--- src/include/fetch_config.svh ---
`ifndef FETCH_CONFIG_SVH
`define FETCH_CONFIG_SVH

// First PC after reset.
`define FETCH_RESET_PC 32'h0000_0000

// ROM depth in 32-bit words.
`define ROM_WORDS 1024

// Fetch is not permitted at or above this byte address.
`define EXEC_LIMIT 2048

`define ROM_LATENCY 3 // Address handshake to rvalid.

// Initial and maximum packet credits toward decode.
`define FETCH_CREDITS 4

`endif

--- src/source/fetch_pkg.sv ---
package fetch_pkg;

    typedef logic [31:0] addr_t;  // Byte address.
    typedef logic [31:0] inst_t;
    typedef logic [1:0]  resp_t;
    typedef logic [3:0]  cause_t; // RISC-V exception cause.
    typedef logic [2:0]  credit_t;

    // AXI response codes.
    localparam resp_t RESP_OKAY   = 2'd0;
    localparam resp_t RESP_DECERR = 2'd3;

    // Fetch exception causes.
    localparam cause_t CAUSE_MISALIGNED   = 4'd0;
    localparam cause_t CAUSE_ACCESS_FAULT = 4'd1;

    typedef enum logic [1:0] {
        FETCH_IDLE,
        FETCH_WAIT,
        FETCH_HALT
    } fetch_state_t;

endpackage

--- src/source/pma_check.sv ---
`timescale 1ns/1ns
`include "fetch_config.svh"

module pma_check (
    input  logic               clk,
    input  logic               rst,
    input  logic               req_valid,
    input  fetch_pkg::addr_t   req_pc,
    output logic               chk_done,
    output logic               chk_fault,
    output fetch_pkg::cause_t  chk_cause
);
    import fetch_pkg::*;

    logic misaligned;
    logic not_exec;

    assign misaligned = (req_pc[1:0] != 2'b00);
    assign not_exec   = (req_pc >= addr_t'(`EXEC_LIMIT));

    always_ff @(posedge clk or posedge rst) begin
        if (rst) begin
            chk_done  <= 1'b0;
            chk_fault <= 1'b0;
            chk_cause <= CAUSE_MISALIGNED;
        end else begin
            chk_done <= req_valid;
            if (req_valid) begin
                chk_fault <= misaligned || not_exec;
                chk_cause <= misaligned ? CAUSE_MISALIGNED : CAUSE_ACCESS_FAULT; // Alignment first.
            end
        end
    end

endmodule

--- config.mk ---
export PLATFORM = sky130hd
export DESIGN_NAME = pma_check
export DESIGN_NICKNAME = d
export VERILOG_FILES = /design/src/source/fetch_pkg.sv /design/src/source/pma_check.sv
export VERILOG_INCLUDE_DIRS = /design/src /design/src/include
export SDC_FILE = /design/constraint.sdc
export NUM_CORES = 1
export LEC_CHECK = 0
export ABC_AREA = 1
export BUFFER_PORTS_ARGS = -buffer_cell sky130_fd_sc_hd__buf_2
export CORE_AREA = 3 3 40 42
export CTS_CLUSTER_SIZE = 14
export DETAILED_ROUTE_END_ITERATION = 6
export DIE_AREA = 0 0 43 45
export PLACE_DENSITY = 0.62
export SYNTH_ARGS = -nofsm -noshare
export SYNTH_HDL_FRONTEND = slang
export SYNTH_SLANG_ARGS = --single-unit
--- constraint.sdc ---
create_clock -name clk -period 0.9 [get_ports clk]
set_input_delay 0 -clock clk [delete_from_list [all_inputs] [get_ports clk]]
set_output_delay 0 -clock clk [all_outputs]
set_load 0.005 [all_outputs]
# After elaboration in Yosys (flattened, before gate mapping)
# Index checks and enable logic that the tools add are counted.
# word_totals
ff_bits,6
in_bits,35
# classes
magnitude_cmp,1
muxes,1
n_reduce_logical,2
# op_table
op,count
$ge A32 B12 Y1 const B,1
$reduce_bool A2 Y1,1
$logic_or A1 B1 Y1,1
$mux W1,1

# Logic depth before layout (Yosys ltp)
# Gate-level depths: netlist of run 1.
# depth
ltp_word,2
depth_mapped,6

# Worst setup path after synthesis of run 1
# Ideal clock, no wire load.
# synth_timing
kind,reg-to-reg
from,"register, netlist name chk_fault"
to,register chk_fault
setup_time_ps,117
arrival_time_ps,489
required_ps,783
slack_ps,294
path_stages_with_launch,3
n_path_buf,0
synth_period_minus_slack_ps,606
path_cell_list,dfrtp_1 nor2_1 nor2_1
# synth_rtl
item,line_no,rtl
end signal: assignment,pma_check.sv:29,chk_fault <= misaligned || not_exec;
end: declaration,pma_check.sv:10,"output logic chk_fault,"

# Worst setup path in the final report of run 1
# layout_timing
from,register chk_fault
to,output port chk_fault
# No word-level cell between the ends.

==> impl_metrics.ini, run 1 <==
[clock_network]
postCtsSetupRepairBufs = 0
clock-sinks = 3
cts.htree.levels = 1
cts_made_buffers = 3
clkLatencyLatePin_ns = 0.23
max-clock-path-buffers = 2
clk_root_buf = sky130_fd_sc_hd__clkbuf_4
clock_tree_from_tritoncts = built
clkTransAtPathRegs_ns = 0.04

[setup_path]
critPathKind = reg2out
critPathCapture = chk_fault
worstRegToRegCells = 2
worst_path_max_fanout = 2
worst_setup_path_startpoint = chk_fault$_DFFE_PP0P_
total_number_of_cells_along_the_worst_setup_path = 1
critPathRequiredTime_ns = 0.90
r2r_start = chk_fault$_DFFE_PP0P_
endpoint_kind = output port
worst_path_max_delay_cell = sky130_fd_sc_hd__dfrtp_1
worstPathCellList = buf_2
start_kind = flop
worst_path_dominant_cell_family = flip-flops
ff_to_ff_end = chk_fault$_DFFE_PP0P_
cp_slowest_stage_delay_ns = 0.36
critPathBufInv = 1
r2r_setup_slack_ns = 0.30
arrival_ns = 0.72

[global_route]
grt.total_usage_pct = 6.59
grt_remaining_overflow = 0
grt_pass1_vias = 261
grt_antenna_before_repair = 0
grt_start_max_net_pins = 5
grt_pass1_wl_um = 862

[sta]
final.min_clock_period_ns = 0.719
timing.setup.tns_ns = 0
final_critical_path_setup_slack_ns = 0.181
grt_setup_unrepaired = no
timing.hold.ws_ns = 0.0380
report.final.slew_viol_count = 0
finalHoldViolCount = 0
setup-violations-final = 0
max_freq_mhz = 1390
post-route-period-util_pct = 79.9
skew_ns = 0

[yosys]
ys_seq_area_share_pct = 34.3
synth_largest_type_area_fraction_pct = 34.3
syn_area_per_cell_um2 = 6.44
netlist_top_cells_area = sky130_fd_sc_hd__dfrtp_1 34%, sky130_fd_sc_hd__nor2_1 26%, sky130_fd_sc_hd__nand2_1 12%, sky130_fd_sc_hd__buf_4 10%, sky130_fd_sc_hd__nor3_4 7.4%
number_of_warnings_reported_in_the_yosys_synthesis_log = 0
gate_count_after_technology_mapping = 34
mappedNetlistArea_um2 = 219
netlist.top_cell.by_area = sky130_fd_sc_hd__dfrtp_1
ys_ff_latch = 3
count_of_unique_library_cells_instantiated_by_yosys = 9

[hold_path]
worst_hold_path_type = in2reg
hold_path_depth = 1

[floorplan]
core.rowCount = 13
floorplan.die_area_mm2 = 0.00194
core_area_mm2 = 0.00128
die_y_um = 45
die_w_um = 43
initial_core_util_pct = 17.0
num_io_pins = 41

[outcome]
outcome = complete, no violations

[place]
place.gp.congestion = 0.580
port_buffers = 28
dp_worst_setup_slack_ns = 0.166
post-dp-hpwl_um = 528
placed_cells_incl_taps = 76

[detailed_routing]
avgViaCountPerCell = 3.62
drt-pass1-iter-count = 1
dr_total_vias = 293
first_iter_violations = 0
drt.antenna.violating_nets = 0
drc_errors = 0
routedWlPerCell_um = 7.62
total_length_of_routed_wires_um = 617

[final_layout]
post_route_cells_drive_above_1_share_pct = 47.0
n_antenna_cell = 0
layout.cells.most_common = sky130_fd_sc_hd__buf_2
final_nets = 102
fillerInstances = 145
area_growth_syn_to_layout_pct = 85.7
final-instance-count-excl-fill = 81
final_cell_mix = 27 x sky130_fd_sc_hd__buf_2, 15 x sky130_fd_sc_hd__nor2_1, 7 x sky130_fd_sc_hd__nand2_1

[power_and_ir_drop]
p_per_area_mw_per_mm2 = 1150
static_leakage_power_nw = 0.224
worst_vdd_rail_ir_drop_mv = 0.354

[flow_run]
maxCapViolations = 0
==> state kept, by name, summed over array words and instances (netlist names) <==
signal and flops:
chk_cause 1, chk_done 1, chk_fault 1
==> how the worst min path moves through the flow <==
stage,startpoint,endpoint,slack [ns]
after floorplan,rst,chk_cause[0]$_DFFE_PP0P_,-0.25
final,req_valid,chk_done$_DFF_PP0_,0.04
after CTS,req_pc[1],chk_cause[0]$_DFFE_PP0P_,0.05
after detailed placement,rst,chk_fault$_DFFE_PP0P_,-0.13
after global placement,rst,chk_done$_DFF_PP0_,-0.14
after global routing,req_valid,chk_done$_DFF_PP0_,0.04
==> layout make-up <==
| type | instances | area [µm²] | share of cell area (%) |
|---|---|---|---|
| inverter | 2 | 7.51 | 1.85 |
| timing repair buffer | 29 | 158 | 38.8 |
| clock buffer | 4 | 26.3 | 6.46 |
| multi-input combinational | 28 | 121 | 29.8 |
| sequential | 3 | 75.1 | 18.5 |
| tap | 15 | 18.8 | 4.62 |
==> cell usage after synthesis <==
cell type,count
sky130_fd_sc_hd__nor2_1,15
sky130_fd_sc_hd__nand2_1,7
sky130_fd_sc_hd__buf_4,3
sky130_fd_sc_hd__dfrtp_1,3
sky130_fd_sc_hd__inv_1,2
sky130_fd_sc_hd__conb_1,1
sky130_fd_sc_hd__nor3_4,1
sky130_fd_sc_hd__o21ai_0,1
sky130_fd_sc_hd__or2_1,1
==> per-stage QoR <==
step                      power [mW]  cell area (µm²)  utilization, %
final                          0.469              407            31.6
after global routing           0.510              407            31.6
after CTS                      0.483              409            31.8
after detailed placement       0.234              363            28.2
after global placement         0.231              363            28.2
after floorplan                0.179              226               -
==> cell families (layout without fill, tap and decap cells) <==
logic type | count (synthesis) | after routing | share of synthesized area, %
and+or+nand+nor | 24 | 24 | 48.0
DFF | 3 | 3 | 34.3
AOI/OAI and AO/OA | 1 | 1 | 2.28
other | 1 | 3 | 1.71
buffers and inverters | 5 | 35 | 13.7
==> repair_timing <==
action                                  4_1_cts  5_1_grt
gates resized for setup                       0        1
hold buffers                                  2        0
endpoints found under the setup margin        0        1
hold endpoints to repair                      5        0
==> report_power, final <==
group / switching [mW] / internal [mW]
combinational: 0.0368 / 0.0571
sequential: 0.00167 / 0.141
clock: 0.0665 / 0.166
==> metal layers <==
layer | GRT usage (%) | share of wire, %
met4 | 10.8 | 2.6
met1 | 5.10 | 32
met3 | 1.20 | 12
met2 | 11.1 | 53
met5 | 0 | 0
Note: power is estimated with default switching activity, not from simulation.
==> run 2: changes to the inputs <==
- ABC_AREA: 1 -> 0
- PLACE_DENSITY: 0.62 -> 0.61
- clock period: 0.9 -> 0.8 ns (I/O delays scaled with it)
==> run 2 against run 1 <==
Synthesized cell count is 44% lower; sequential share of layout area is 1.1 points higher; non-clock buffer count is 1 higher; setup slack worse by 0.12 ns; critical path depth stayed put; wire length is 3.6% lower; clock skew stayed put; register-to-register slack worse by 0.24 ns; critical path type is now reg2reg.
==> impl_metrics.ini, run 2 <==
[outcome]
outcome = complete, no violations

[clock_network]
clkLatencyLatePin_ns = 0.23
cts.htree.levels = 1
max-clock-path-buffers = 2
clock_tree_from_tritoncts = built
clkTransAtPathRegs_ns = 0.04
clk_root_buf = sky130_fd_sc_hd__clkbuf_4
cts_made_buffers = 3
clock-sinks = 3
postCtsResizedCells = 0

[final_layout]
final_nets = 88
layout_top_registers = chk_cause x1, chk_done x1, chk_fault x1
layout.cells.most_common = sky130_fd_sc_hd__buf_2
post-route-util_pct = 29.9
stdcell_area_um2 = 384
post_route_cells_drive_above_1_share_pct = 69.2
final-instance-count-excl-fill = 67
final_cell_mix = 28 x sky130_fd_sc_hd__buf_2, 3 x sky130_fd_sc_hd__conb_1, 3 x sky130_fd_sc_hd__dfrtp_1, 3 x sky130_fd_sc_hd__clkbuf_4
fillerInstances = 144
area_growth_syn_to_layout_pct = 95.5
n_antenna_cell = 0
multi_input_area_um2 = 103
ff_latch_area_um2 = 75.1

[detailed_routing]
total_length_of_routed_wires_um = 595
routedWlPerCell_um = 8.88
first_iter_violations = 0
drt.antenna.violating_nets = 0
avgViaCountPerCell = 3.85
drc_errors = 0
dr_total_vias = 258
drt-pass1-iter-count = 1

[sta]
report.final.slew_viol_count = 0
final.min_clock_period_ns = 0.736
skew_ns = 0
final_critical_path_setup_slack_ns = 0.0638
post-route-period-util_pct = 92.0
grt_setup_unrepaired = no
max_freq_mhz = 1360
finalHoldViolCount = 0
setup-violations-final = 0

[power_and_ir_drop]
worst_vdd_rail_ir_drop_mv = 0.538
internal-power_mw = 0.411
reg_power_share_pct = 30.6
combPwrFrac_pct = 19.3
net-switching-power_mw = 0.119
switching_share_pct = 22.5
power.clock.fraction_pct = 50.1
p_per_area_mw_per_mm2 = 1380
static_leakage_power_nw = 0.196

[global_route]
grt_pass1_wl_mm = 1.03
grt_start_max_net_pins = 4
grt_antenna_before_repair = 0
grt.total_usage_pct = 7.76
grt_remaining_overflow = 0
grt_pass1_vias = 265

[yosys]
synth_largest_type_area_fraction_pct = 38.2
synth_top_cells_by_count = 3 x sky130_fd_sc_hd__buf_4, 3 x sky130_fd_sc_hd__dfrtp_1, 2 x sky130_fd_sc_hd__nor2_1, 2 x sky130_fd_sc_hd__nor4_1, 2 x sky130_fd_sc_hd__nor4_2
netlist_top_cells_area = sky130_fd_sc_hd__dfrtp_1 38%, sky130_fd_sc_hd__nor4_2 13%, sky130_fd_sc_hd__buf_4 11%, sky130_fd_sc_hd__nor4b_2 7.6%, sky130_fd_sc_hd__nor4_1 6.4%
netlist.top_cell.by_area = sky130_fd_sc_hd__dfrtp_1
number_of_warnings_reported_in_the_yosys_synthesis_log = 0
syn_area_per_cell_um2 = 10.3
ys_seq_area_share_pct = 38.2
synthFlopType = sky130_fd_sc_hd__dfrtp_1
mappedNetlistArea_um2 = 196
synth-edff-count = 0
ys_ff_latch = 3
count_of_unique_library_cells_instantiated_by_yosys = 12
async_flop_share_pct = 100
gate_count_after_technology_mapping = 19

[setup_path]
critPathRequiredTime_ns = 0.92
critPathKind = reg2reg
r2r_start = chk_cause[0]$_DFFE_PP0P_
critPathBufInv = 0
worstPathCellList = mux2_2
start_kind = flop
worst_setup_path_startpoint = chk_cause[0]$_DFFE_PP0P_
worst_path_max_fanout = 2
worst_path_max_delay_cell = sky130_fd_sc_hd__dfrtp_1
worst_path_dominant_cell_family = flip-flops
cp_slowest_stage_delay_ns = 0.37
arrival_ns = 0.85
endpoint_kind = flop

[hold_path]
min_from = req_valid
worst_hold_path_type = in2reg

[floorplan]
core_area_mm2 = 0.00128
die_y_um = 45
core.rowCount = 13
initial_core_util_pct = 15.3
num_io_pins = 41
die_w_um = 43
floorplan.die_area_mm2 = 0.00194

[place]
placed_area_um2 = 348
post-dp-hpwl_um = 549
place.gp.congestion = 0.635
placed_cells_incl_taps = 62
dp_worst_setup_slack_ns = -0.0186
port_buffers = 28

[flow_run]
maxCapViolations = 0
run 2: cell types whose count changed in the layout (fill, tap and decap cells not counted), moves of 2 or more:
cell / previous run / this run
sky130_fd_sc_hd__nor2_1: 15 / 2
sky130_fd_sc_hd__nor4_2: 0 / 2
sky130_fd_sc_hd__nand2_1: 7 / 0
sky130_fd_sc_hd__nor4_1: 0 / 2
run 2: cell families (layout without fill, tap and decap cells):
kind of cell | count (synthesis) | in the layout | synth area share, %
compound gates | 1 | 1 | 4.46
buf+inv | 4 | 35 | 13.4
flops | 3 | 3 | 38.2
mux | 1 | 1 | 5.73
other cells | 1 | 3 | 1.91
simple gates | 9 | 9 | 36.3
run 2: final cells by class:
class | instances | share of cell area [%]
repair buffers | 30 | 41.0
inverters | 1 | 0.977
clock buffers | 4 | 6.84
flip-flops and latches | 3 | 19.5
well taps | 15 | 4.89
multi-input cells | 14 | 26.7
run 2: routing by layer:
metal / vias to the layer above / track usage (%) / share of wire [%]
li1: 131 / - / -
met1: 107 / 7.75 / 35
met2: 20 / 11.7 / 50
met3: 0 / 2.79 / 14
met4: 0 / 9.04 / 0
met5: - / 0 / 0
run 2: power by group through the flow:
stage / clock [mW] / sequential (mW) / combinational [mW]
6_report: 0.265 / 0.162 / 0.102
5_1_grt: 0.307 / 0.163 / 0.116
4_1_cts: 0.285 / 0.162 / 0.104
3_5_place_dp: 0 / 0.164 / 0.100
3_3_place_gp: 0 / 0.164 / 0.0984
2_1_floorplan: 0 / 0.165 / 0.0312
run 2: repair_timing:
action,CTS,global route
hold buffers,1,0
setup buffers,0,0
endpoints found under the setup margin,0,0
endpoints found under the hold margin,3,0
run 2: path summary, 6_finish.rpt:
path                                                 end  slack [ns]  cells after the start
worst min-delay path                  chk_done$_DFF_PP0_        0.01                      2
worst max register to register  chk_cause[0]$_DFFE_PP0P_        0.06                      1
worst min register to register     chk_fault$_DFFE_PP0P_        0.50                      1
min in group asynchronous          chk_fault$_DFFE_PP0P_        0.17                      3
worst max-delay path            chk_cause[0]$_DFFE_PP0P_        0.06                      1
max in group asynchronous             chk_done$_DFF_PP0_        0.49                      3
run 2: through the flow:
stage | hold WS (ns) | setup TNS (ns) | total power, mW
floorplan | -0.246 | 0 | 0.196
global placement | -0.131 | 0 | 0.262
detailed placement | -0.131 | -0.0186 | 0.264
CTS | 0.00316 | 0 | 0.552
global route | 0.0125 | 0 | 0.586
finish | 0.0145 | 0 | 0.530
