===== config.mk =====
export PLATFORM = sky130hd
export DESIGN_NAME = axi_fetch_master
export DESIGN_NICKNAME = d
export VERILOG_FILES = /design/src/include/fetch_config.svh /design/src/source/fetch_pkg.sv /design/src/source/axi_fetch_master.sv
export SDC_FILE = /design/constraint.sdc
export NUM_CORES = 1
export LEC_CHECK = 0
export ABC_AREA = 1
export BUFFER_PORTS_ARGS = -buffer_cell sky130_fd_sc_hd__buf_2
export CAP_MARGIN = 30
export CORE_AREA = 2 2 76 78
export DETAILED_ROUTE_END_ITERATION = 6
export DIE_AREA = 0 0 78 80
export PLACE_DENSITY = 0.81
export SKIP_CTS_REPAIR_TIMING = 1
export SYNTH_ARGS = -nofsm -noshare
export SYNTH_HDL_FRONTEND = slang
export SYNTH_SLANG_ARGS = --single-unit

===== constraint.sdc =====
create_clock -name clk -period 1.8 [get_ports clk]
set_input_delay 0.27 -clock clk [delete_from_list [all_inputs] [get_ports clk]]
set_output_delay 0.27 -clock clk [all_outputs]
set_load 0.03 [all_outputs]

===== src/include/fetch_config.svh =====
`ifndef FETCH_CONFIG_SVH
`define FETCH_CONFIG_SVH

// First PC after reset.
`define FETCH_RESET_PC 32'h0000_0000

// ROM depth in 32-bit words.
`define ROM_WORDS 1024

// Fetch is not permitted at or above this byte address.
`define EXEC_LIMIT 2048

`define ROM_LATENCY 3 // Address handshake to rvalid.

// Initial and maximum packet credits toward decode.
`define FETCH_CREDITS 4

`endif


===== src/source/fetch_pkg.sv =====
package fetch_pkg;

    typedef logic [31:0] addr_t;  // Byte address.
    typedef logic [31:0] inst_t;
    typedef logic [1:0]  resp_t;
    typedef logic [3:0]  cause_t; // RISC-V exception cause.
    typedef logic [2:0]  credit_t;

    // AXI response codes.
    localparam resp_t RESP_OKAY   = 2'd0;
    localparam resp_t RESP_DECERR = 2'd3;

    // Fetch exception causes.
    localparam cause_t CAUSE_MISALIGNED   = 4'd0;
    localparam cause_t CAUSE_ACCESS_FAULT = 4'd1;

    typedef enum logic [1:0] {
        FETCH_IDLE,
        FETCH_WAIT,
        FETCH_HALT
    } fetch_state_t;

endpackage


===== src/source/axi_fetch_master.sv =====
`timescale 1ns/1ns

module axi_fetch_master (
    input  logic              clk,
    input  logic              rst,
    input  logic              req_valid,
    input  fetch_pkg::addr_t  req_pc,
    output logic              resp_valid,
    output fetch_pkg::inst_t  resp_inst,
    output logic              resp_err,
    output logic              arvalid,
    output fetch_pkg::addr_t  araddr,
    input  logic              arready,
    input  logic              rvalid,
    output logic              rready,
    input  fetch_pkg::inst_t  rdata,
    input  fetch_pkg::resp_t  rresp
);
    import fetch_pkg::*;

    logic ar_fire;
    logic r_fire;

    assign ar_fire = arvalid && arready;
    assign r_fire  = rvalid && rready;

    // Address phase, then data phase.
    always_ff @(posedge clk or posedge rst) begin
        if (rst) begin
            arvalid    <= 1'b0;
            rready     <= 1'b0;
            resp_valid <= 1'b0;
        end else begin
            resp_valid <= 1'b0;
            if (req_valid) begin
                arvalid <= 1'b1;
            end else if (ar_fire) begin
                arvalid <= 1'b0;
                rready  <= 1'b1; // Ready for data from the next cycle.
            end
            if (r_fire) begin
                rready     <= 1'b0;
                resp_valid <= 1'b1;
            end
        end
    end

    always_ff @(posedge clk) begin
        if (req_valid) begin
            araddr <= req_pc;
        end
    end

    // Captured read data.
    always_ff @(posedge clk) begin
        if (r_fire) begin
            resp_inst <= rdata;
            resp_err  <= (rresp != RESP_OKAY);
        end
    end

endmodule


# --- Word level (Yosys, flattened, before mapping) ---
# Cells that the tools add are included.
classes:
  n_eq_ne: 1
  n_mux: 6
  n_reduce_logical: 6
ops:
  columns: ["op", "n"]
  rows:
  - ["1-bit two-way mux", 6]
  - ["2-bit nonzero test", 3]
  - ["1-bit logical AND", 2]
  - ["2-bit by 1-bit inequality test with 1-bit output, second input constant", 1]
  - ["2-bit AND reduction", 1]
word_totals:
  regBits: 68
  in_bits: 71
  output_inout_bits: 68
  elab_cells: 19

# --- Logic depth before layout (Yosys ltp) ---
# Gate-level depths: netlist (run 1).
logic_depth:
  ltp_word: 4
  ltp_mapped: 3
  depth_no_buf: 3

# --- Least setup slack after synthesis (run 1) ---
# Ideal clock, no wire load.
synth_path:
  kind: "reg2reg"
  startpoint: "reg rready"
  endpoint: "reg resp_err, enable pin"
  setup_ps: 390
  arrival_time_ps: 1292
  t_required_ps: 1410
  slack_ps: 119
  stages_incl_launch_ff: 3
  path_buffers: 0
  synth_period_minus_slack_ps: 1681
  path_cell_list: "dfrtp_1 -> nand2_1 -> inv_1"
synth_via:
  elab_chain_cells: 1
synth_rtl:
  columns: ["element", "line", "source"]
  rows:
  - ["from (decl)", "axi_fetch_master.sv:15", "output logic rready,"]
  - ["from (signal assigned)", "axi_fetch_master.sv:31", "rready <= 1'b0;"]
  - ["from (signal assigned)", "axi_fetch_master.sv:39", "rready <= 1'b1;"]
  - ["from (signal assigned)", "axi_fetch_master.sv:42", "rready <= 1'b0;"]
  - ["1-bit logical AND", "axi_fetch_master.sv:25", "assign r_fire = rvalid && rready;"]
  - ["net r_fire", "axi_fetch_master.sv:22", "logic r_fire;"]
  - ["to (signal assigned)", "axi_fetch_master.sv:58", "resp_err <= (rresp != RESP_OKAY);"]
  - ["to (decl)", "axi_fetch_master.sv:10", "output logic resp_err,"]
# The timed path passes the listed nets, and every way through them passes these cells.
# A chain may end at the register's enable or synchronous reset.

# --- Worst setup path after layout (run 1) ---
layout_path:
  startpoint: "reg rready"
  endpoint: "reg resp_inst[11], enable pin"
layout_via:
  elab_chain_cells: 1
layout_rtl:
  columns: ["element", "line", "source"]
  rows:
  - ["1-bit logical AND", "axi_fetch_master.sv:25", null]
  - ["net r_fire", "axi_fetch_master.sv:22", null]
  - ["to (signal assigned)", "axi_fetch_master.sv:57", "resp_inst <= rdata;"]
  - ["to (decl)", "axi_fetch_master.sv:9", "output fetch_pkg::inst_t resp_inst,"]
# The timed path passes the listed nets, and every way through them passes these cells.

==> impl_metrics.yaml, run 1 <==
pwr:
  internal-power_mw: 3.01
  p_clk_frac: 0.351
  power.static_leakage_nw: 1.36
  switching_power_share_of_the_total: 0.252
  seq_power_share: 0.490
  irDropWorstVdd_mv: 0.801
  switchingPower_mw: 1.02
  combinationalPowerShare: 0.159
  p_per_area_nw_per_um2: 1300
sta:
  skew_ns: 0.00439
  final.min_clock_period_ns: 1.20
  report.final.setup_viol: 0
  post_route_fraction_of_the_period_consumed_by_the_critical_path: 0.665
  tightestPinTransition_ns: 0.689
  finalHoldWorstSlack_ns: 0.110
  report.final.slew_viol_count: 0
  slew_headroom: 0.541
  fin_ws_ns: 0.604
  timing.setup.tns_ns: 0
  final-hold-violation-count: 0
  rsz0062_at_grt: "no"
  fmaxAchievable_mhz: 836
placed_design:
  gp_congestion: 0.763
  preCtsSetupSlack_ns: 0.595
  post-dp-hpwl_mm: 2.96
  detailed_place.area_um2: 2860
  io_buffers: 138
worst_hold_path:
  whs_path_depth: 1
  timing.hold.worst.class: "in2reg"
  worst_hold_path.endpoint: "resp_inst[7]"
  hold_path.startpoint: "rdata[7]"
global_routing:
  gr-usage-all-layers: 0.124
  global_route.overflow_total: 0
  global_route_wire_length_before_repair_mm: 5.47
  via_count_of_the_first_global_routing_pass: 1262
  grt_antenna_before_repair: 0
  grt_max_degree: 35
worst_setup_path:
  regToRegStartpoint: "rready"
  cp_slowest_cell: "sky130_fd_sc_hd__dfrtp_1"
  path_buf_inv: 2
  slowest_delay_ns: 0.36
  critPathTopFamily: "buffers and inverters"
  path_class: "reg2reg"
  reg2reg_depth: 3
  worst_r2r_endpoint: "resp_inst[11]"
  cp-start-kind: "flip-flop"
  ff2ff_setup_slack_ns: 0.60
  crit_path_max_fanout: 34
  worst_ep_required_time_ns: 1.79
  worstPathArrival_ns: 1.19
  setup.worst_path.end_class: "flip-flop"
  crit_chain: "nand2_1, inv_1, buf_4"
routing:
  wl_per_cell_um: 12.8
  drt_wl_total_mm: 3.92
  drt.antenna.violating_nets: 0
  vias_after_detailed_routing: 1262
  initialDrtViolationCount: 18
  vias_per_cell: 4.12
  pre_antenna_drt_iters: 4
  drc: 0
finish:
  diodes: 0
  drive_gt1_frac: 0.658
  area_of_the_multi_input_gates_um2: 28.8
  layout.cell_area.non_filler_um2: 3100
  layout.nets: 300
  ff_latch_area_um2: 2030
  syn2layout_area_growth_pct: 49.6
  fillers: 442
clocking:
  clock_tree.root_cell: "sky130_fd_sc_hd__clkbuf_8"
  worstSkewPairLatency_ns: 0.33
  clk_transition_reported_paths_ns: 0.07
  clock_tree_from_tritoncts: "yes"
  htree_depth: 3
  cts_buffer_depth: 2
  clock-sinks: 68
  cts-buffers-inserted: 9
run:
  drv.max_cap_violation_count: 0
die:
  placeableCoreArea_um2: 5410
  core.rowCount: 27
  overall_die_width_um: 78
  die_h_um: 80
  dieArea_um2: 6240
  ios: 139
  initial_utilization: 0.384
synthesis:
  synth_seq_cells: 68
  netlist_area_um2: 2070
  synth.area.mux_share: 0
  synth-xor-area-share: 0
  synth_cells: 78
  synth-warning-count: 0
  post_syn_nets: 149
  synth_compound_area_frac: 0.00663
  largest_family_of_logic_cells_by_synthesized_area: "buffers and inverters"
  post_synth_fa_ha_maj_area_fraction: 0
  ys_seq_area_frac: 0.977
  postSynthAreaPerCell_um2: 26.6
  synth.distinct_cells: 9
  synth-simple-area-share: 0.00724
outcome:
  outcome: "complete, no violations"
cells in the mapped netlist:
master | instances | area share
sky130_fd_sc_hd__edfxtp_1 | 65 | 0.94
sky130_fd_sc_hd__inv_1 | 4 | 0.0072
sky130_fd_sc_hd__dfrtp_1 | 3 | 0.036
sky130_fd_sc_hd__a21oi_2 | 1 | 0.0042
sky130_fd_sc_hd__inv_2 | 1 | 0.0018
sky130_fd_sc_hd__nand2_1 | 1 | 0.0018
sky130_fd_sc_hd__nand3_1 | 1 | 0.0024
sky130_fd_sc_hd__o21ai_0 | 1 | 0.0024
sky130_fd_sc_hd__or2_1 | 1 | 0.0030
area by class of cell:
| class | count | share of cell area |
|---|---|---|
| clock buffers | 10 | 0.0411 |
| flip-flops and latches | 68 | 0.653 |
| clock inverters | 6 | 0.0331 |
| inverters | 5 | 0.00605 |
| multi-input cells | 5 | 0.00927 |
| well taps | 72 | 0.0290 |
| repair buffers | 140 | 0.228 |
flip-flops by register name, summed over array words and instances (netlist names):
name,flops
araddr,32
resp_valid,1
resp_inst,32
rready,1
arvalid,1
resp_err,1
power by group through the flow:
| stage | sequential (mW) | combinational [mW] | clock [mW] |
|---|---|---|---|
| 6_report | 1.97 | 0.641 | 1.42 |
| 3_3_place_gp | 2.00 | 0.638 | 0 |
| 2_1_floorplan | 2.35 | 0.0591 | 0 |
| 5_1_grt | 1.99 | 0.679 | 1.52 |
| 3_5_place_dp | 2.01 | 0.646 | 0 |
| 4_1_cts | 1.98 | 0.647 | 1.46 |
layout by cell type, fill, tap and decap left out:
cell / synthesis / routed
sky130_fd_sc_hd__a21oi_2: 1 / 1
sky130_fd_sc_hd__buf_2: 0 / 138
sky130_fd_sc_hd__buf_4: 0 / 1
sky130_fd_sc_hd__bufinv_16: 0 / 3
sky130_fd_sc_hd__clkbuf_1: 0 / 1
sky130_fd_sc_hd__clkbuf_8: 0 / 9
sky130_fd_sc_hd__clkinv_1: 0 / 2
sky130_fd_sc_hd__clkinv_2: 0 / 1
sky130_fd_sc_hd__dfrtp_1: 3 / 3
sky130_fd_sc_hd__dlygate4sd3_1: 0 / 1
sky130_fd_sc_hd__edfxtp_1: 65 / 65
sky130_fd_sc_hd__inv_1: 4 / 4
sky130_fd_sc_hd__inv_2: 1 / 1
sky130_fd_sc_hd__nand2_1: 1 / 1
sky130_fd_sc_hd__nand3_1: 1 / 1
sky130_fd_sc_hd__o21ai_0: 1 / 1
sky130_fd_sc_hd__or2_1: 1 / 1
through the flow:
| step | std cells | util | power (mW) |
|---|---|---|---|
| after floorplan | 78 | - | 2.41 |
| after global placement | 289 | 0.530 | 2.64 |
| final | 306 | 0.574 | 4.03 |
| after global routing | 306 | 0.574 | 4.18 |
| after detailed placement | 289 | 0.530 | 2.65 |
| after CTS | 305 | 0.572 | 4.08 |
metal layers:
metal	global-route usage	wire [um]
met1	0.116	1350
met4	0.107	60
met3	0.0916	685
met2	0.178	1830
met5	0	0
how the worst max path moves through the flow:
stage | start | to | slack, ns | depth (start not counted)
after floorplan | rready | resp_err | 0.12 | 2
after global placement | rvalid | resp_inst[12] | 0.62 | 4
after detailed placement | req_valid | araddr[27] | 0.59 | 1
after CTS | resp_inst[19] | resp_inst[19] | 0.59 | 1
after global routing | rready | resp_inst[29] | 0.47 | 3
final | rready | resp_inst[11] | 0.60 | 3
kinds of logic after synthesis:
group / Yosys count
AO/OA/AOI/OAI: 2
buffers and inverters: 5
flip-flops: 68
AND/OR/NAND/NOR: 3
No activity file was read; power rests on OpenSTA's default activity.
==> run 2: changes to the inputs <==
Settings changed: CORE_AREA 2 2 76 78 to 2 2 78 80, DIE_AREA 0 0 78 80 to 0 0 80 82, PLACE_DENSITY 0.81 to 0.8.
Clock period 1.8 ns to 1.1 ns, I/O delays scaled along.
==> impl_metrics.yaml, run 2 (same netlist as run 1, synthesis figures left out) <==
outcome:
  outcome: "complete, no violations"
routing:
  drt_wl_total_mm: 4.59
  met2_wirelength_mm: 2.34
  route.layer.met1.wl_mm: 1.55
  vias_per_cell: 4.15
  initialDrtViolationCount: 30
  drc: 0
  wl_per_cell_um: 13.9
  drt.antenna.violating_nets: 0
  met3WireLength_um: 644
  vias_after_detailed_routing: 1364
  pre_antenna_drt_iters: 4
  topRoutingLayerUsed: "met4"
global_routing:
  global_route_wire_length_before_repair_mm: 5.82
  grt_max_degree: 36
  global_route.overflow_total: 0
  gr-usage-all-layers: 0.126
  via_count_of_the_first_global_routing_pass: 1344
  grt_antenna_before_repair: 0
placed_design:
  detailed_place.area_um2: 2910
  post-dp-hpwl_mm: 3.09
  placed_cells: 293
  gp_congestion: 0.679
  io_buffers: 138
  preCtsSetupSlack_ns: 0.0840
sta:
  final-hold-violation-count: 0
  skew_ns: 0.00873
  final.min_clock_period_ns: 1.09
  slew_headroom: 0.881
  report.final.slew_viol_count: 0
  tightestPinTransition_ns: 0.179
  fmaxAchievable_mhz: 919
  finalHoldWorstSlack_ns: 0.00574
  post_route_fraction_of_the_period_consumed_by_the_critical_path: 0.990
  timing.setup.tns_ns: 0
  report.final.setup_viol: 0
  fin_ws_ns: 0.0114
die:
  initial_utilization: 0.361
  dieArea_um2: 6560
  die_h_um: 82
  placeableCoreArea_um2: 5750
  ios: 139
  overall_die_width_um: 80
  core.rowCount: 28
worst_setup_path:
  cp-start-kind: "flip-flop"
  path_buf_inv: 1
  worstPathArrival_ns: 0.92
  critPathTopFamily: "flip-flops"
  crit_path_max_fanout: 1
  setup.worst_path.end_class: "primary output"
  slowest_delay_ns: 0.39
  path_class: "reg2out"
  cp_slowest_cell: "sky130_fd_sc_hd__edfxtp_1"
  crit_chain: "buf_2"
  worst_ep_required_time_ns: 0.94
pwr:
  finalPower_mw: 6.03
  combinationalPowerShare: 0.197
  p_clk_frac: 0.266
  irDropWorstVdd_mv: 1.37
  seq_power_share: 0.538
  power.static_leakage_nw: 1.42
  switching_power_share_of_the_total: 0.279
  internal-power_mw: 4.34
  p_per_area_nw_per_um2: 1840
  switchingPower_mw: 1.68
worst_hold_path:
  timing.hold.worst.class: "in2reg"
finish:
  mostFrequentLayoutCell: "sky130_fd_sc_hd__buf_2"
  layout.cell_area.non_filler_um2: 3280
  fillers: 461
  syn2layout_area_growth_pct: 58.3
  area_of_the_multi_input_gates_um2: 31.3
  top_flop_regs: "araddr: 32 flops, resp_inst: 32 flops"
  mostFrequentLayoutCells: "sky130_fd_sc_hd__buf_2, sky130_fd_sc_hd__edfxtp_1, sky130_fd_sc_hd__dlygate4sd3_1"
  diodes: 0
  ff_latch_area_um2: 2030
  postLayoutCoreUtil: 0.571
  stdcell_count: 329
  layout.nets: 320
  drive_gt1_frac: 0.614
clocking:
  worstSkewPairLatency_ns: 0.33
  clock-sinks: 68
  cts-buffers-inserted: 9
  htree_depth: 3
  clock_tree_from_tritoncts: "yes"
  cts_buffer_depth: 2
  clock_tree.root_cell: "sky130_fd_sc_hd__clkbuf_8"
  clk_transition_reported_paths_ns: 0.07
run:
  drv.max_cap_violation_count: 0
run 2: cell types whose count changed in the layout (fill, tap and decap cells not counted):
| cell | delta |
|---|---|
| sky130_fd_sc_hd__buf_12 | +2 |
| sky130_fd_sc_hd__buf_2 | -5 |
| sky130_fd_sc_hd__buf_6 | +4 |
| sky130_fd_sc_hd__bufinv_16 | -3 |
| sky130_fd_sc_hd__clkbuf_1 | +2 |
| sky130_fd_sc_hd__clkbuf_4 | +1 |
| sky130_fd_sc_hd__clkinv_1 | +1 |
| sky130_fd_sc_hd__clkinvlp_4 | +1 |
| sky130_fd_sc_hd__dfrtp_1 | -1 |
| sky130_fd_sc_hd__dfrtp_2 | +1 |
| sky130_fd_sc_hd__dlygate4sd3_1 | +18 |
| sky130_fd_sc_hd__inv_1 | -1 |
| sky130_fd_sc_hd__nand2_1 | -1 |
| sky130_fd_sc_hd__nand2_2 | +1 |
run 2: worst paths after layout:
check | to | slack (ns) | startpoint | cells after the start
hold reg to reg | rready | 0.59 | rready | 2
setup reg to reg | resp_err | 0.04 | rready | 3
max in group asynchronous | rready | 0.69 | rst | 3
setup / recovery | resp_inst[10] | 0.01 | resp_inst[10] | 1
hold / removal | resp_inst[2] | 0.006 | rdata[2] | 1
min in group asynchronous | rready | 0.26 | rst | 3
run 2: layout make-up:
cell class / instances / share of cell area
Clock buffer: 12 / 0.0412
Clock inverter: 4 / 0.00495
Inverter: 5 / 0.00686
Multi-Input combinational cell: 5 / 0.00953
Sequential cell: 68 / 0.618
Tap cell: 75 / 0.0286
Timing Repair Buffer: 160 / 0.291
run 2: power by group through the flow:
stage                     Clock, mW  Combinational, mW  Sequential [mW]
after floorplan                   0              0.104             3.84
after global placement            0               1.08             3.28
after detailed placement          0               1.10             3.29
after CTS                      1.67               1.10             3.23
after global routing           1.76               1.25             3.27
final                          1.60               1.19             3.24
run 2: per-layer routing:
layer,track usage,up-vias
li1,-,644
met1,0.119,613
met2,0.200,100
met3,0.0857,7
met4,0.0814,0
met5,0,-
