===== config.mk =====
export PLATFORM = sky130hd
export DESIGN_NAME = fetch_ctrl
export DESIGN_NICKNAME = d
export VERILOG_FILES = /design/src/source/fetch_pkg.sv /design/src/source/fetch_ctrl.sv
export VERILOG_INCLUDE_DIRS = /design/src /design/src/include
export SDC_FILE = /design/constraint.sdc
export NUM_CORES = 1
export LEC_CHECK = 0
export BUFFER_PORTS_ARGS = -buffer_cell sky130_fd_sc_hd__clkbuf_2
export CAP_MARGIN = 40
export CORE_MARGIN = 3
export CORE_UTILIZATION = 45
export DETAILED_ROUTE_END_ITERATION = 10
export PLACE_DENSITY = 0.75
export SYNTH_ARGS = -nofsm -noshare
export SYNTH_HDL_FRONTEND = slang
export SYNTH_SLANG_ARGS = --single-unit

===== constraint.sdc =====
create_clock -name clk -period 4 [get_ports clk]
set_input_delay 0.6 -clock clk [delete_from_list [all_inputs] [get_ports clk]]
set_output_delay 0.6 -clock clk [all_outputs]
set_load 0.005 [all_outputs]

===== src/include/fetch_config.svh =====
`ifndef FETCH_CONFIG_SVH
`define FETCH_CONFIG_SVH

// First PC after reset.
`define FETCH_RESET_PC 32'h0000_0000

// ROM depth in 32-bit words.
`define ROM_WORDS 1024

// Fetch is not permitted at or above this byte address.
`define EXEC_LIMIT 2048

`define ROM_LATENCY 3 // Address handshake to rvalid.

// Initial and maximum packet credits toward decode.
`define FETCH_CREDITS 4

`endif


===== src/source/fetch_pkg.sv =====
package fetch_pkg;

    typedef logic [31:0] addr_t;  // Byte address.
    typedef logic [31:0] inst_t;
    typedef logic [1:0]  resp_t;
    typedef logic [3:0]  cause_t; // RISC-V exception cause.
    typedef logic [2:0]  credit_t;

    // AXI response codes.
    localparam resp_t RESP_OKAY   = 2'd0;
    localparam resp_t RESP_DECERR = 2'd3;

    // Fetch exception causes.
    localparam cause_t CAUSE_MISALIGNED   = 4'd0;
    localparam cause_t CAUSE_ACCESS_FAULT = 4'd1;

    typedef enum logic [1:0] {
        FETCH_IDLE,
        FETCH_WAIT,
        FETCH_HALT
    } fetch_state_t;

endpackage


===== src/source/fetch_ctrl.sv =====
`timescale 1ns/1ns
`include "fetch_config.svh"

module fetch_ctrl (
    input  logic               clk,
    input  logic               rst,
    input  logic               redirect_valid,
    input  fetch_pkg::addr_t   redirect_pc,
    input  logic               credit_return,
    output logic               pkt_valid,
    output fetch_pkg::addr_t   pkt_pc,
    output fetch_pkg::inst_t   pkt_inst,
    output logic               pkt_fault,
    output fetch_pkg::cause_t  pkt_cause,
    output logic               req_valid,
    output fetch_pkg::addr_t   req_pc,
    input  logic               chk_done,
    input  logic               chk_fault,
    input  fetch_pkg::cause_t  chk_cause,
    input  logic               resp_valid,
    input  fetch_pkg::inst_t   resp_inst,
    input  logic               resp_err
);
    import fetch_pkg::*;

    fetch_state_t state;
    addr_t        pc;
    credit_t      credits;
    credit_t      credits_free;
    logic         squash;
    logic         chk_fault_q;
    cause_t       chk_cause_q;
    logic         issue;
    logic         emit;
    logic         pkt_bad;

    // A packet on the wire has already spent its credit.
    assign credits_free = credits - credit_t'(pkt_valid);
    assign issue = (state == FETCH_IDLE) && !redirect_valid && (credits_free != '0);
    assign emit  = (state == FETCH_WAIT) && resp_valid && !squash && !redirect_valid;
    assign pkt_bad = chk_fault_q || resp_err;

    always_ff @(posedge clk or posedge rst) begin
        if (rst) begin
            credits <= credit_t'(`FETCH_CREDITS);
        end else begin
            credits <= credits - credit_t'(pkt_valid) + credit_t'(credit_return);
        end
    end

    always_ff @(posedge clk or posedge rst) begin
        if (rst) begin
            state       <= FETCH_IDLE;
            pc          <= `FETCH_RESET_PC;
            squash      <= 1'b0;
            req_valid   <= 1'b0;
            pkt_valid   <= 1'b0;
            chk_fault_q <= 1'b0;
        end else begin
            req_valid <= issue;
            pkt_valid <= emit;
            if (chk_done) begin
                chk_fault_q <= chk_fault;
            end
            if (redirect_valid) begin
                pc <= redirect_pc;
                if ((state == FETCH_WAIT) && !resp_valid) begin
                    squash <= 1'b1; // Bus read still out, drop it on return.
                end else begin
                    squash <= 1'b0;
                    state  <= FETCH_IDLE;
                end
            end else begin
                case (state)
                    FETCH_IDLE: begin
                        if (issue) begin
                            state <= FETCH_WAIT;
                        end
                    end
                    FETCH_WAIT: begin
                        if (resp_valid) begin
                            squash <= 1'b0;
                            if (squash) begin
                                state <= FETCH_IDLE;
                            end else if (pkt_bad) begin
                                state <= FETCH_HALT;
                            end else begin
                                pc    <= pc + 32'd4;
                                state <= FETCH_IDLE;
                            end
                        end
                    end
                    FETCH_HALT: begin
                        state <= FETCH_HALT; // Only a redirect leaves.
                    end
                    default: state <= FETCH_IDLE;
                endcase
            end
        end
    end

    always_ff @(posedge clk) begin
        if (issue) begin
            req_pc <= pc;
        end
        if (chk_done) begin
            chk_cause_q <= chk_cause;
        end
        if (emit) begin
            pkt_pc    <= pc;
            pkt_inst  <= resp_inst;
            pkt_fault <= pkt_bad;
            pkt_cause <= chk_fault_q ? chk_cause_q : CAUSE_ACCESS_FAULT;
        end
    end

endmodule


# Word-level counts from Yosys, hierarchy flattened

Index checks and enable logic that the tools add are counted.

Muxes and demuxes: 16
Equal/unequal tests: 7
Reduce and logical (&&, ||, !) cells: 17
$add $sub $neg: 3

Operator list:

| operator                                      | count |
|---|---|
| 2-to-1 mux 32 bit                             | 5 |
| adder 32 x 3 -> 32 bit, second input constant | 1 |
| 2-to-1 mux 2 bit                              | 6 |
| logical AND 1 bit                             | 6 |
| != test 2 bit, second input constant          | 3 |
| != test 3 bit, second input constant          | 2 |
| one-hot mux 2 bit (3 select lines)            | 1 |
| 2-to-1 mux 1 bit                              | 4 |
| AND reduction 4 bit                           | 1 |
| nonzero test 2 bit                            | 2 |
| adder 3 x 1 -> 3 bit                          | 1 |
| logical NOT 1 bit                             | 3 |
| AND reduction 3 bit                           | 1 |
| nonzero test 3 bit                            | 1 |
| subtractor 3 x 1 -> 3 bit                     | 1 |
| == test 2 x 1 -> 1 bit, second input constant | 1 |
| == test 2 bit, second input constant          | 1 |
| logical NOT 2 bit                             | 1 |
| AND reduction 2 bit                           | 1 |
| logical OR 1 bit                              | 1 |

Flip-flop bits (word level): 146
Output and inout port bits: 103
Logic and storage cells: 56
Input bits: 76

# Depth between registers and ports, before layout

Gate-level depths: netlist of the first run.

Word-level depth: 6
Mapped depth: 7
Mapped depth without buffers: 7

# Worst setup path after synthesis of the first run

Ideal clock, no wire load.

Path type: input to register
Start point: input redirect_valid
End point: register pkt_cause[0] (enable)
Stages on the path: 3
Library setup time: 0.498 ns
Buffers on the path: 2
Data arrival time: 3.943 ns
Setup slack: -0.441 ns
Data required time: 3.502 ns
Cells stage by stage: clkbuf_1 > buf_1 > nor2_1

Word-level cells in the longest chain between the ends: 2

RTL lines:

| what                 | line              | RTL |
|---|---|---|
| start, declared      | fetch_ctrl.sv:7   | `input logic redirect_valid,` |
| logical NOT 1 bit    | fetch_ctrl.sv:40  | `assign emit = (state == FETCH_WAIT) && resp_valid && !squash && !redirect_valid;` |
| logical AND 1 bit    | fetch_ctrl.sv:40  |  |
| named net emit       | fetch_ctrl.sv:34  | `logic emit;` |
| end signal, assigned | fetch_ctrl.sv:113 | `pkt_cause <= chk_fault_q ? chk_cause_q : CAUSE_ACCESS_FAULT;` |
| end, declared        | fetch_ctrl.sv:14  | `output fetch_pkg::cause_t pkt_cause,` |

The timed path passes the listed nets, and every way through them passes these cells.
A chain may end at the register's enable or synchronous reset.

# Worst setup path after layout of the first run

Start point: register pc[3]
End point: register pc[24]

Word-level cells in the longest chain between the ends: 6

RTL lines:

| what                   | line             | RTL |
|---|---|---|
| start, declared        | fetch_ctrl.sv:27 | `addr_t pc;` |
| start signal, assigned | fetch_ctrl.sv:54 | `` pc <= `FETCH_RESET_PC; `` |
| start signal, assigned | fetch_ctrl.sv:66 | `pc <= redirect_pc;` |
| start signal, assigned | fetch_ctrl.sv:88 | `pc <= pc + 32'd4;` |
| adder 32 x 3 -> 32 bit | fetch_ctrl.sv:88 |  |
| 2-to-1 mux 32 bit      | fetch_ctrl.sv:85 | `end else if (pkt_bad) begin` |
| 2-to-1 mux 32 bit      | fetch_ctrl.sv:83 | `if (squash) begin` |
| 2-to-1 mux 32 bit      | fetch_ctrl.sv:81 | `if (resp_valid) begin` |
| 2-to-1 mux 32 bit      | fetch_ctrl.sv:74 | `case (state)` |
| 2-to-1 mux 32 bit      | fetch_ctrl.sv:65 | `if (redirect_valid) begin` |

Every way passes these cells. The select of a mux whose other input is x is not followed.

==> results of run 1 <==
[worst max-delay path, delay by kind of cell, from the launching register on]
family | cells | cell delay [ns]
compound gates | 1 | 0.18
fa+ha+maj | 1 | 0.18
simple gates | 3 | 1.90
flops | 1 | 0.41
[per-layer routing]
metal	vias up	share of wire, %
li1	1756	-
met1	1818	41
met2	162	49
met3	14	9.1
met4	0	1.2
met5	-	0
[sequential cells by signal (all words and copies together) (netlist names)]
| name | cells |
|---|---|
| pc | 32 |
| pkt_inst | 32 |
| pkt_pc | 32 |
| req_pc | 32 |
| chk_cause_q | 4 |
| pkt_cause | 4 |
| credits | 3 |
| state | 2 |
| chk_fault_q | 1 |
| pkt_fault | 1 |
| pkt_valid | 1 |
| req_valid | 1 |
| squash | 1 |
[per-stage QoR]
step | power [mW] | instances | setup slack [ns] | cell area [µm²] | hold slack, ns
after global placement | 2.41 | 663 | 1.35 | 6510 | 0.455
after global routing | 4.29 | 698 | 0.994 | 7200 | 0.151
after floorplan | 2.19 | 357 | 0.139 | 5480 | 0.438
final | 4.13 | 698 | 1.24 | 7200 | 0.131
after detailed placement | 2.45 | 665 | 1.19 | 6560 | 0.461
after CTS | 4.16 | 697 | 1.25 | 7200 | 0.130
[cell type report]
cell class | instances | share of cell area [%]
Antenna cell | 1 | 0.0347
Clock buffer | 18 | 5.96
Clock inverter | 14 | 2.94
Inverter | 8 | 0.417
Multi-Input combinational cell | 185 | 16.6
Sequential cell | 146 | 58.0
Tap cell | 143 | 2.48
Timing Repair Buffer | 183 | 13.5
[cells in the final DEF (no fill, tap or decap), types with 7 or more instances in the layout]
cell type  Yosys  final
dfrtp_1       40     40
o31ai_1       16     16
or4_1         20     20
nor2_1        23     22
nand2_1       19     19
o21ai_0        7      7
nand3_1       15     15
clkbuf_16      0     17
clkbuf_2       0    178
nand4_1        9      9
edfxtp_1     105    105
inv_1          8      7
a31oi_1       18     18
[power by group]
part	switching, mW	leakage [nW]	internal (mW)
sequential	0.103	1.44	1.86
combinational	0.255	1.16	0.195
clock	0.609	0.302	1.10
total	0.966	2.91	3.16
[logic make-up after synthesis]
| group | synth area share (%) |
|---|---|
| compound gates | 6.36 |
| simple gates | 11.7 |
| mux | 1.01 |
| flops | 76.4 |
| fa+ha+maj | 1.14 |
| xor+xnor | 1.44 |
| buf+inv | 1.94 |
[final timing paths]
kind / startpoint / end / slack [ns] / cells past startpoint
worst max-delay path: pc[3]$_DFFE_PP0N_ / pc[24]$_DFFE_PP0N_ / 1.24 / 5
worst min-delay path: rst / pc[22]$_DFFE_PP0N_ / 0.13 / 2
worst max register to register: pc[3]$_DFFE_PP0N_ / pc[24]$_DFFE_PP0N_ / 1.24 / 5
worst min register to register: pc[0]$_DFFE_PP0P_ / req_pc[0]$_DFFE_PP_ / 0.47 / 0
max in group asynchronous: rst / credits[2]$_DFF_PP1_ / 3.34 / 3
min in group clk: chk_cause[0] / chk_cause_q[0]$_DFFE_PP_ / 0.35 / 1
==> flow_summary.toml, run 1 <==
[floorplanning]
die_h_um = 116
core_area_um2 = 11700
rows = 39
die_area_um2 = 13500
io_pins = 179
start_util_pct = 46.9
die_x_um = 116

[timing]
final-hold-violation-count = 0
post-route-period-util_pct = 68.9
drv_slew = 0
relSlewSlack_pct = 45.4
max_freq_mhz = 363
setup_tns_ns = 0
rsz0062_at_grt = "no"
setup_violations = 0
worstMarginPinSlew_ns = 0.820
skew_ns = 0.0179
layout_min_cycle_time_ns = 2.76

[logic_synthesis]
async_flop_share_pct = 28.1
synth_nets = 438
synth_ff_type = "edfxtp_1"
ys_ff_latch = 146
netlist.area_leader.share_pct = 57.6
synth_enable_flop_cells = 105
yosys_warnings = 0
ys_seq_area_share_pct = 76.4
yosys-top-cells-count = "edfxtp_1 (105), dfrtp_1 (40), nor2_1 (23)"
syn_area_um2 = 5470
synth.avg_cell_area_um2 = 15.3
yosysMostFrequentCell = "edfxtp_1"
netlist_top_cells_area = "edfxtp_1 (58%), dfrtp_1 (18%), or4_1 (2.7%)"
syn-instance-count = 357
synth.distinct_cells = 43
yosysTopAreaCell = "edfxtp_1"

[global_routing]
use_met1_pct = 22.7
gr-total-overflow = 0
met3_usage_pct = 7.20
grt_pass1_wl_mm = 19.0
grt_pass1_vias = 3720
grt_max_degree = 54
globalRoute.busiestLayer = "met2"
groute.usage.overall_pct = 18.9
grtUsageMet2_pct = 30.1
antenna_found_initial = 1

[drt]
via_count = 3750
ant_nets = 0
drcViolationCount = 0
dr.pass1.iters = 4
viasPerCell = 5.37
drt_wl_total_mm = 12.3
wire_per_inst_um = 17.7
drt_iter0_drc = 266

[power_and_ir_drop]
p_leak_nw = 2.91
p_per_area_nw_per_um2 = 573
ir_drop_uv = 304

[cells_and_area]
drive_gt1_share_pct = 40.3
multi_input_area_um2 = 1200
seq_area_um2 = 4180
nets = 622
syn_to_final_growth_pct = 31.6
final_util_pct = 61.8
fillerInstances = 904

[critical_path]
worstSetupStartpointType = "flip-flop"
crit_slowest_cell = "or4_1"
cp_data_arrival_time_ns = 3.09
worstPathRequired_ns = 4.34
worstPathMaxFanout = 21
worst-setup-path-type = "reg -> reg"
path_cells = "ha_1 > nor3b_1 > nand3_1 > or4_1 > a31oi_1"
crit_path_end_kind = "flip-flop"
critical_path.max_stage_delay_ns = 0.69

[hold_path]
hp-class = "in -> async"

[flow_run]
drv_cap = 0

[clocking]
h-tree-depth = 4
cts_resized = 0
path_clk_slew_ns = 0.06
cts_tree = "done"
clkSinkCount = 146
postCtsSetupBuffers = 0
cts_buffers = 17
insertion_delay_ns = 0.43
clockRootBuffer = "clkbuf_16"
hold_buffers = 0
clockBufferDepth = 2

[placement]
port_buffers = 178
hpwl_mm = 8.72
place.gp.congestion = 0.793

[status]
run_status = "finished clean"
Note: power is estimated with default switching activity, not from simulation.
==> run 2, diff against run 1 <==
ABC_AREA = 1   (was not set)
CORE_UTILIZATION = 50   (was 45)
PLACE_DENSITY = 0.78   (was 0.75)
clock period = 2.7 ns   (was 4 ns; I/O delays follow)
==> flow_summary.toml, run 2 <==
[cells_and_area]
layout_commonest_cell = "clkbuf_2"
layout_common_cells = "clkbuf_2 (178), nand2_1 (112), edfxtp_1 (105)"
diodes = 0
fillerInstances = 826
nets = 755
multi_input_area_um2 = 1430
syn_to_final_growth_pct = 30.3
drive_gt1_share_pct = 34.5
seq_area_um2 = 4180

[floorplanning]
start_util_pct = 52.4
die_h_um = 114
core_area_um2 = 11100
rows = 38
io_pins = 179
die_x_um = 114
die_area_um2 = 12900

[logic_synthesis]
netlist_top_cells_area = "edfxtp_1 (54%), dfrtp_1 (17%), nand2_1 (7.3%)"
synth_top_family_by_area = "simple AND/OR/NAND/NOR gates"
netlist.area_leader.share_pct = 54.3
synthXorXnorAreaFrac_pct = 1.96
synth_enable_flop_cells = 105
synth.distinct_cells = 32
synth-simple-area-share_pct = 16.2
async_flop_share_pct = 28.1
syn-instance-count = 479
synth_compound_area_share_pct = 5.05
synth.avg_cell_area_um2 = 12.1
yosys-top-cells-count = "nand2_1 (113), edfxtp_1 (105), nor2_1 (47)"
synth_ff_type = "edfxtp_1"
ys_seq_area_share_pct = 72.1
yosys_warnings = 0
synth.area.mux_share_pct = 0
ys_ff_latch = 146
yosysTopAreaCell = "edfxtp_1"
yosysMostFrequentCell = "nand2_1"
synth_nets = 560
yosys.area_share.adder_pct = 1.08
syn_area_um2 = 5800

[drt]
drt_wl_total_mm = 13.4
drt_iter0_drc = 327
wire_per_inst_um = 16.2
ant_nets = 0
dr.pass1.iters = 5
drcViolationCount = 0
via_count = 4268
viasPerCell = 5.16

[global_routing]
grt_pass1_wl_mm = 21.4
grt_pass1_vias = 4285
groute.usage.overall_pct = 21.4
antenna_found_initial = 0
gr-total-overflow = 0
grt_max_degree = 71

[clocking]
path_clk_slew_ns = 0.06
clockRootBuffer = "clkbuf_16"
clkSinkCount = 146
hold_buffers = 0
insertion_delay_ns = 0.41
clockBufferDepth = 2
postCtsSetupBuffers = 0
cts_tree = "done"
cts_resized = 0
h-tree-depth = 4
cts_buffers = 17

[critical_path]
crit_slowest_cell = "dfrtp_1"
cp_data_arrival_time_ns = 2.18
critical_path.max_stage_delay_ns = 0.38
reg2reg_depth = 8
worst-setup-path-type = "reg -> reg"
worstSetupStartpointType = "flip-flop"
crit_path_end_kind = "flip-flop"
crit_family = "buffers and inverters"
r2r_setup_slack_ns = 0.63
crit-reg2reg-launch = "pkt_valid$_DFF_PP0_"
critPathBufInv = 3
worstPathRequired_ns = 2.81
path_cells = "ha_1 > ha_1 > xor2_1 > nor3_1 > inv_1 > nand2_1 > inv_1 > buf_12"
worstReg2RegEnd = "req_pc[18]$_DFFE_PP_"
worstPathMaxFanout = 20

[timing]
worstMarginPinSlew_ns = 0.565
max_freq_mhz = 484
setup_tns_ns = 0
rsz0062_at_grt = "no"
final-hold-violation-count = 0
drv_slew = 0
setup_violations = 0
relSlewSlack_pct = 62.2
layout_min_cycle_time_ns = 2.07
skew_ns = 0.00822
post-route-period-util_pct = 76.6
whs_ns = 0.106

[placement]
hpwl_mm = 9.39
place.gp.congestion = 0.843
port_buffers = 178

[power_and_ir_drop]
swShare_pct = 25.5
p_int_mw = 4.87
p_seq_share_pct = 47.0
p_per_area_nw_per_um2 = 864
p_sw_mw = 1.66
power_frac_comb_pct = 13.6
ir_drop_uv = 457
clockPowerShare_pct = 39.5
p_leak_nw = 3.30

[flow_run]
drv_cap = 0

[status]
run_status = "finished clean"

[hold_path]
hp-class = "in -> async"
run 2: changes by cell type after synthesis, sizes merged, moves of 15 or more:
cell / delta
nor2: +35
or4: -20
o31ai: -15
a22oi: +17
inv: +34
nand2: +98
a31oi: -17
nand3: +17
run 2: cell families after synthesis:
family                     count (synthesis)
and+or+nand+nor                          217
DFF                                      146
buffers and inverters                     51
AOI/OAI and AO/OA                         47
xor gates and xnor gates                  13
adders and majority gates                  5
run 2: layout make-up:
cell class / instances / area share (%)
clock inverters: 14 / 2.98
well taps: 140 / 2.32
clock buffers: 18 / 5.68
flip-flops and latches: 146 / 55.3
repair buffers: 185 / 12.8
multi-input cells: 282 / 18.8
inverters: 42 / 2.09
run 2: through the flow:
stage          utilization (%)  cells  worst slack [ns]  power (mW)  area [µm²]
3_3_place_gp              62.3    795             0.717        3.96        6910
5_1_grt                   68.3    827             0.469        6.83        7560
4_1_cts                   68.3    827             0.607        6.59        7560
2_1_floorplan                -    479           0.00998        3.52        5830
6_report                  68.3    827             0.632        6.53        7560
3_5_place_dp              62.3    795             0.645        4.00        6910
run 2: worst reg2reg max path: stages, from the launching register on:
cell     delay, ns
dfrtp_1       0.38
ha_1          0.21
ha_1          0.19
xor2_1        0.22
nor3_1        0.10
inv_1         0.06
nand2_1       0.06
inv_1         0.31
buf_12        0.23
run 2: worst max path at each step:
stage                              start                          to  depth (start not counted)
finish               pkt_valid$_DFF_PP0_        req_pc[18]$_DFFE_PP_                          8
global route         pkt_valid$_DFF_PP0_        req_pc[18]$_DFFE_PP_                          8
CTS                  pkt_valid$_DFF_PP0_         req_pc[3]$_DFFE_PP_                          8
detailed placement   pkt_valid$_DFF_PP0_        req_pc[13]$_DFFE_PP_                          8
global placement     pkt_valid$_DFF_PP0_        req_pc[14]$_DFFE_PP_                          8
floorplan           state[0]$_DFFE_PP0P_  pkt_cause[0]$_SDFFCE_PN1P_                          4
run 2: routing by layer:
| layer | vias up | GRT usage [%] | wire (µm) |
|---|---|---|---|
| li1 | 2027 | - | - |
| met2 | 200 | 34.6 | 6410 |
| met1 | 2020 | 28.2 | 5620 |
| met4 | 0 | 6.73 | 241 |
| met5 | - | 0 | 0 |
| met3 | 21 | 6.42 | 1150 |
run 2: power by group through the flow:
stage,Sequential (mW),Combinational [mW],Clock [mW]
floorplan,3.08,0.434,0
global placement,3.10,0.858,0
detailed placement,3.11,0.896,0
CTS,3.07,0.908,2.61
global route,3.11,1.01,2.71
finish,3.07,0.886,2.58
==> run 3, diff against run 2 <==
clock period = 2 ns   (was 2.7 ns; I/O delays follow)
==> flow_summary.toml, run 3 (same netlist as run 2, synthesis figures left out) <==
[power_and_ir_drop]
power_frac_comb_pct = 14.1
p_int_mw = 6.56
p_sw_mw = 2.24
swShare_pct = 25.4
p_per_area_nw_per_um2 = 1150
ir_drop_uv = 758
power.total_mw = 8.79
p_leak_nw = 3.30
clockPowerShare_pct = 38.8
p_seq_share_pct = 47.1

[global_routing]
grt_pass1_wl_mm = 21.2
groute.usage.overall_pct = 21.7
antenna_found_initial = 0
grt_max_degree = 42
gr-total-overflow = 0
grt_pass1_vias = 4118

[critical_path]
worstPathRequired_ns = 2.14
crit_path_end_kind = "flip-flop"
worst-setup-path-type = "reg -> reg"
reg2reg_depth = 8
r2r_setup_slack_ns = 0.15
cp_data_arrival_time_ns = 2.00
worstReg2RegEnd = "req_pc[3]$_DFFE_PP_"
worstSetupStartpointType = "flip-flop"
crit-reg2reg-launch = "pkt_valid$_DFF_PP0_"
worstPathMaxFanout = 21

[hold_path]
holdPathEnd = "pkt_inst[18]$_DFFE_PP_"
hp-start = "resp_inst[18]"
hp-class = "in -> reg"
holdPathStages = 1

[clocking]
postCtsSetupBuffers = 0
insertion_delay_ns = 0.42
clockRootBuffer = "clkbuf_16"
cts_buffers = 17
path_clk_slew_ns = 0.06
clkSinkCount = 146
cts_tree = "done"
h-tree-depth = 4
clockBufferDepth = 2

[drt]
via_count = 4238
wire_per_inst_um = 16.4
drcViolationCount = 0
ant_nets = 0
viasPerCell = 5.09
drt_iter0_drc = 303
drt_wl_total_mm = 13.7
dr.pass1.iters = 5

[cells_and_area]
nets = 760
fin_cells = 832
fillerInstances = 816
syn_to_final_growth_pct = 31.3
layout_commonest_cell = "clkbuf_2"
diodes = 0
drive_gt1_share_pct = 35.5
layout_common_cells = "clkbuf_2 (178), nand2_1 (111), edfxtp_1 (105)"

[timing]
drv_slew = 0
layout_min_cycle_time_ns = 1.85
worstMarginPinSlew_ns = 0.615
relSlewSlack_pct = 58.8
whs_ns = 0.0576
setup_tns_ns = 0
rsz0062_at_grt = "no"
final-hold-violation-count = 0
skew_ns = 0.0121
post-route-period-util_pct = 92.7
max_freq_mhz = 539
setup_slack_ns = 0.145
setup_violations = 0

[floorplanning]
die_h_um = 114
die_x_um = 114
die_area_um2 = 12900
rows = 38
io_pins = 179
start_util_pct = 52.4
core_area_um2 = 11100

[placement]
hpwl_mm = 10.0
place_inst = 799
post-place-ws_ns = 0.155
place.gp.congestion = 0.848
port_buffers = 178

[flow_run]
drv_cap = 0

[status]
run_status = "finished clean"
[run 3: metal layers]
layer  up-vias  global-route usage (%)  routed length, µm
met5         -                       0                  0
met4         0                    7.53                201
met3        11                    6.58               1140
met2       187                    35.6               6580
met1      2007                    27.5               5740
li1       2033                       -                  -
[run 3: power by group through the flow]
stage               sequential (mW)  combinational [mW]  clock [mW]
finish                         4.14                1.24        3.41
global route                   4.20                1.40        3.60
CTS                            4.14                1.28        3.45
detailed placement             4.20                1.26           0
global placement               4.17                1.19           0
floorplan                      4.16               0.621           0
[run 3: how the worst max path moves through the flow]
stage | start | to | slack (ns) | cells past startpoint
2_1_floorplan | state[0]$_DFFE_PP0P_ | pkt_cause[0]$_SDFFCE_PN1P_ | -0.69 | 4
3_3_place_gp | credits[0]$_DFF_PP0_ | req_pc[31]$_DFFE_PP_ | 0.24 | 9
3_5_place_dp | credits[0]$_DFF_PP0_ | req_pc[4]$_DFFE_PP_ | 0.16 | 9
4_1_cts | credits[0]$_DFF_PP0_ | req_pc[3]$_DFFE_PP_ | 0.14 | 9
5_1_grt | credits[0]$_DFF_PP0_ | req_pc[11]$_DFFE_PP_ | 0.04 | 9
6_report | pkt_valid$_DFF_PP0_ | req_pc[3]$_DFFE_PP_ | 0.15 | 8
[run 3: worst max-delay path, stage by stage (launching register included)]
cell and delay [ns]:
dfrtp_1 0.40, ha_2 0.19, ha_4 0.16, xor2_2 0.15, nor3_2 0.19, inv_1 0.07, nand2_2 0.09, clkinvlp_4 0.08
buf_4 0.22
[run 3: stage by stage]
step / util, % / area [µm²]
3_5_place_dp: 62.9 / 6970
5_1_grt: 68.8 / 7620
6_report: 68.8 / 7620
3_3_place_gp: 62.7 / 6950
4_1_cts: 68.8 / 7620
2_1_floorplan: - / 5850
[run 3: what timing repair did]
action / 4_1_cts / 5_1_grt
gates resized for setup: 0 / 0
hold buffers: 1 / 0
endpoints found under the hold margin: 13 / 0
[run 3: cell type report]
type	instances	area, µm²	share of cell area (%)
Clock inverter	13	209	2.74
Clock buffer	19	433	5.68
Tap cell	140	175	2.30
Inverter	42	161	2.12
Multi-Input combinational cell	282	1460	19.1
Timing Repair Buffer	190	1000	13.2
Sequential cell	146	4180	54.9
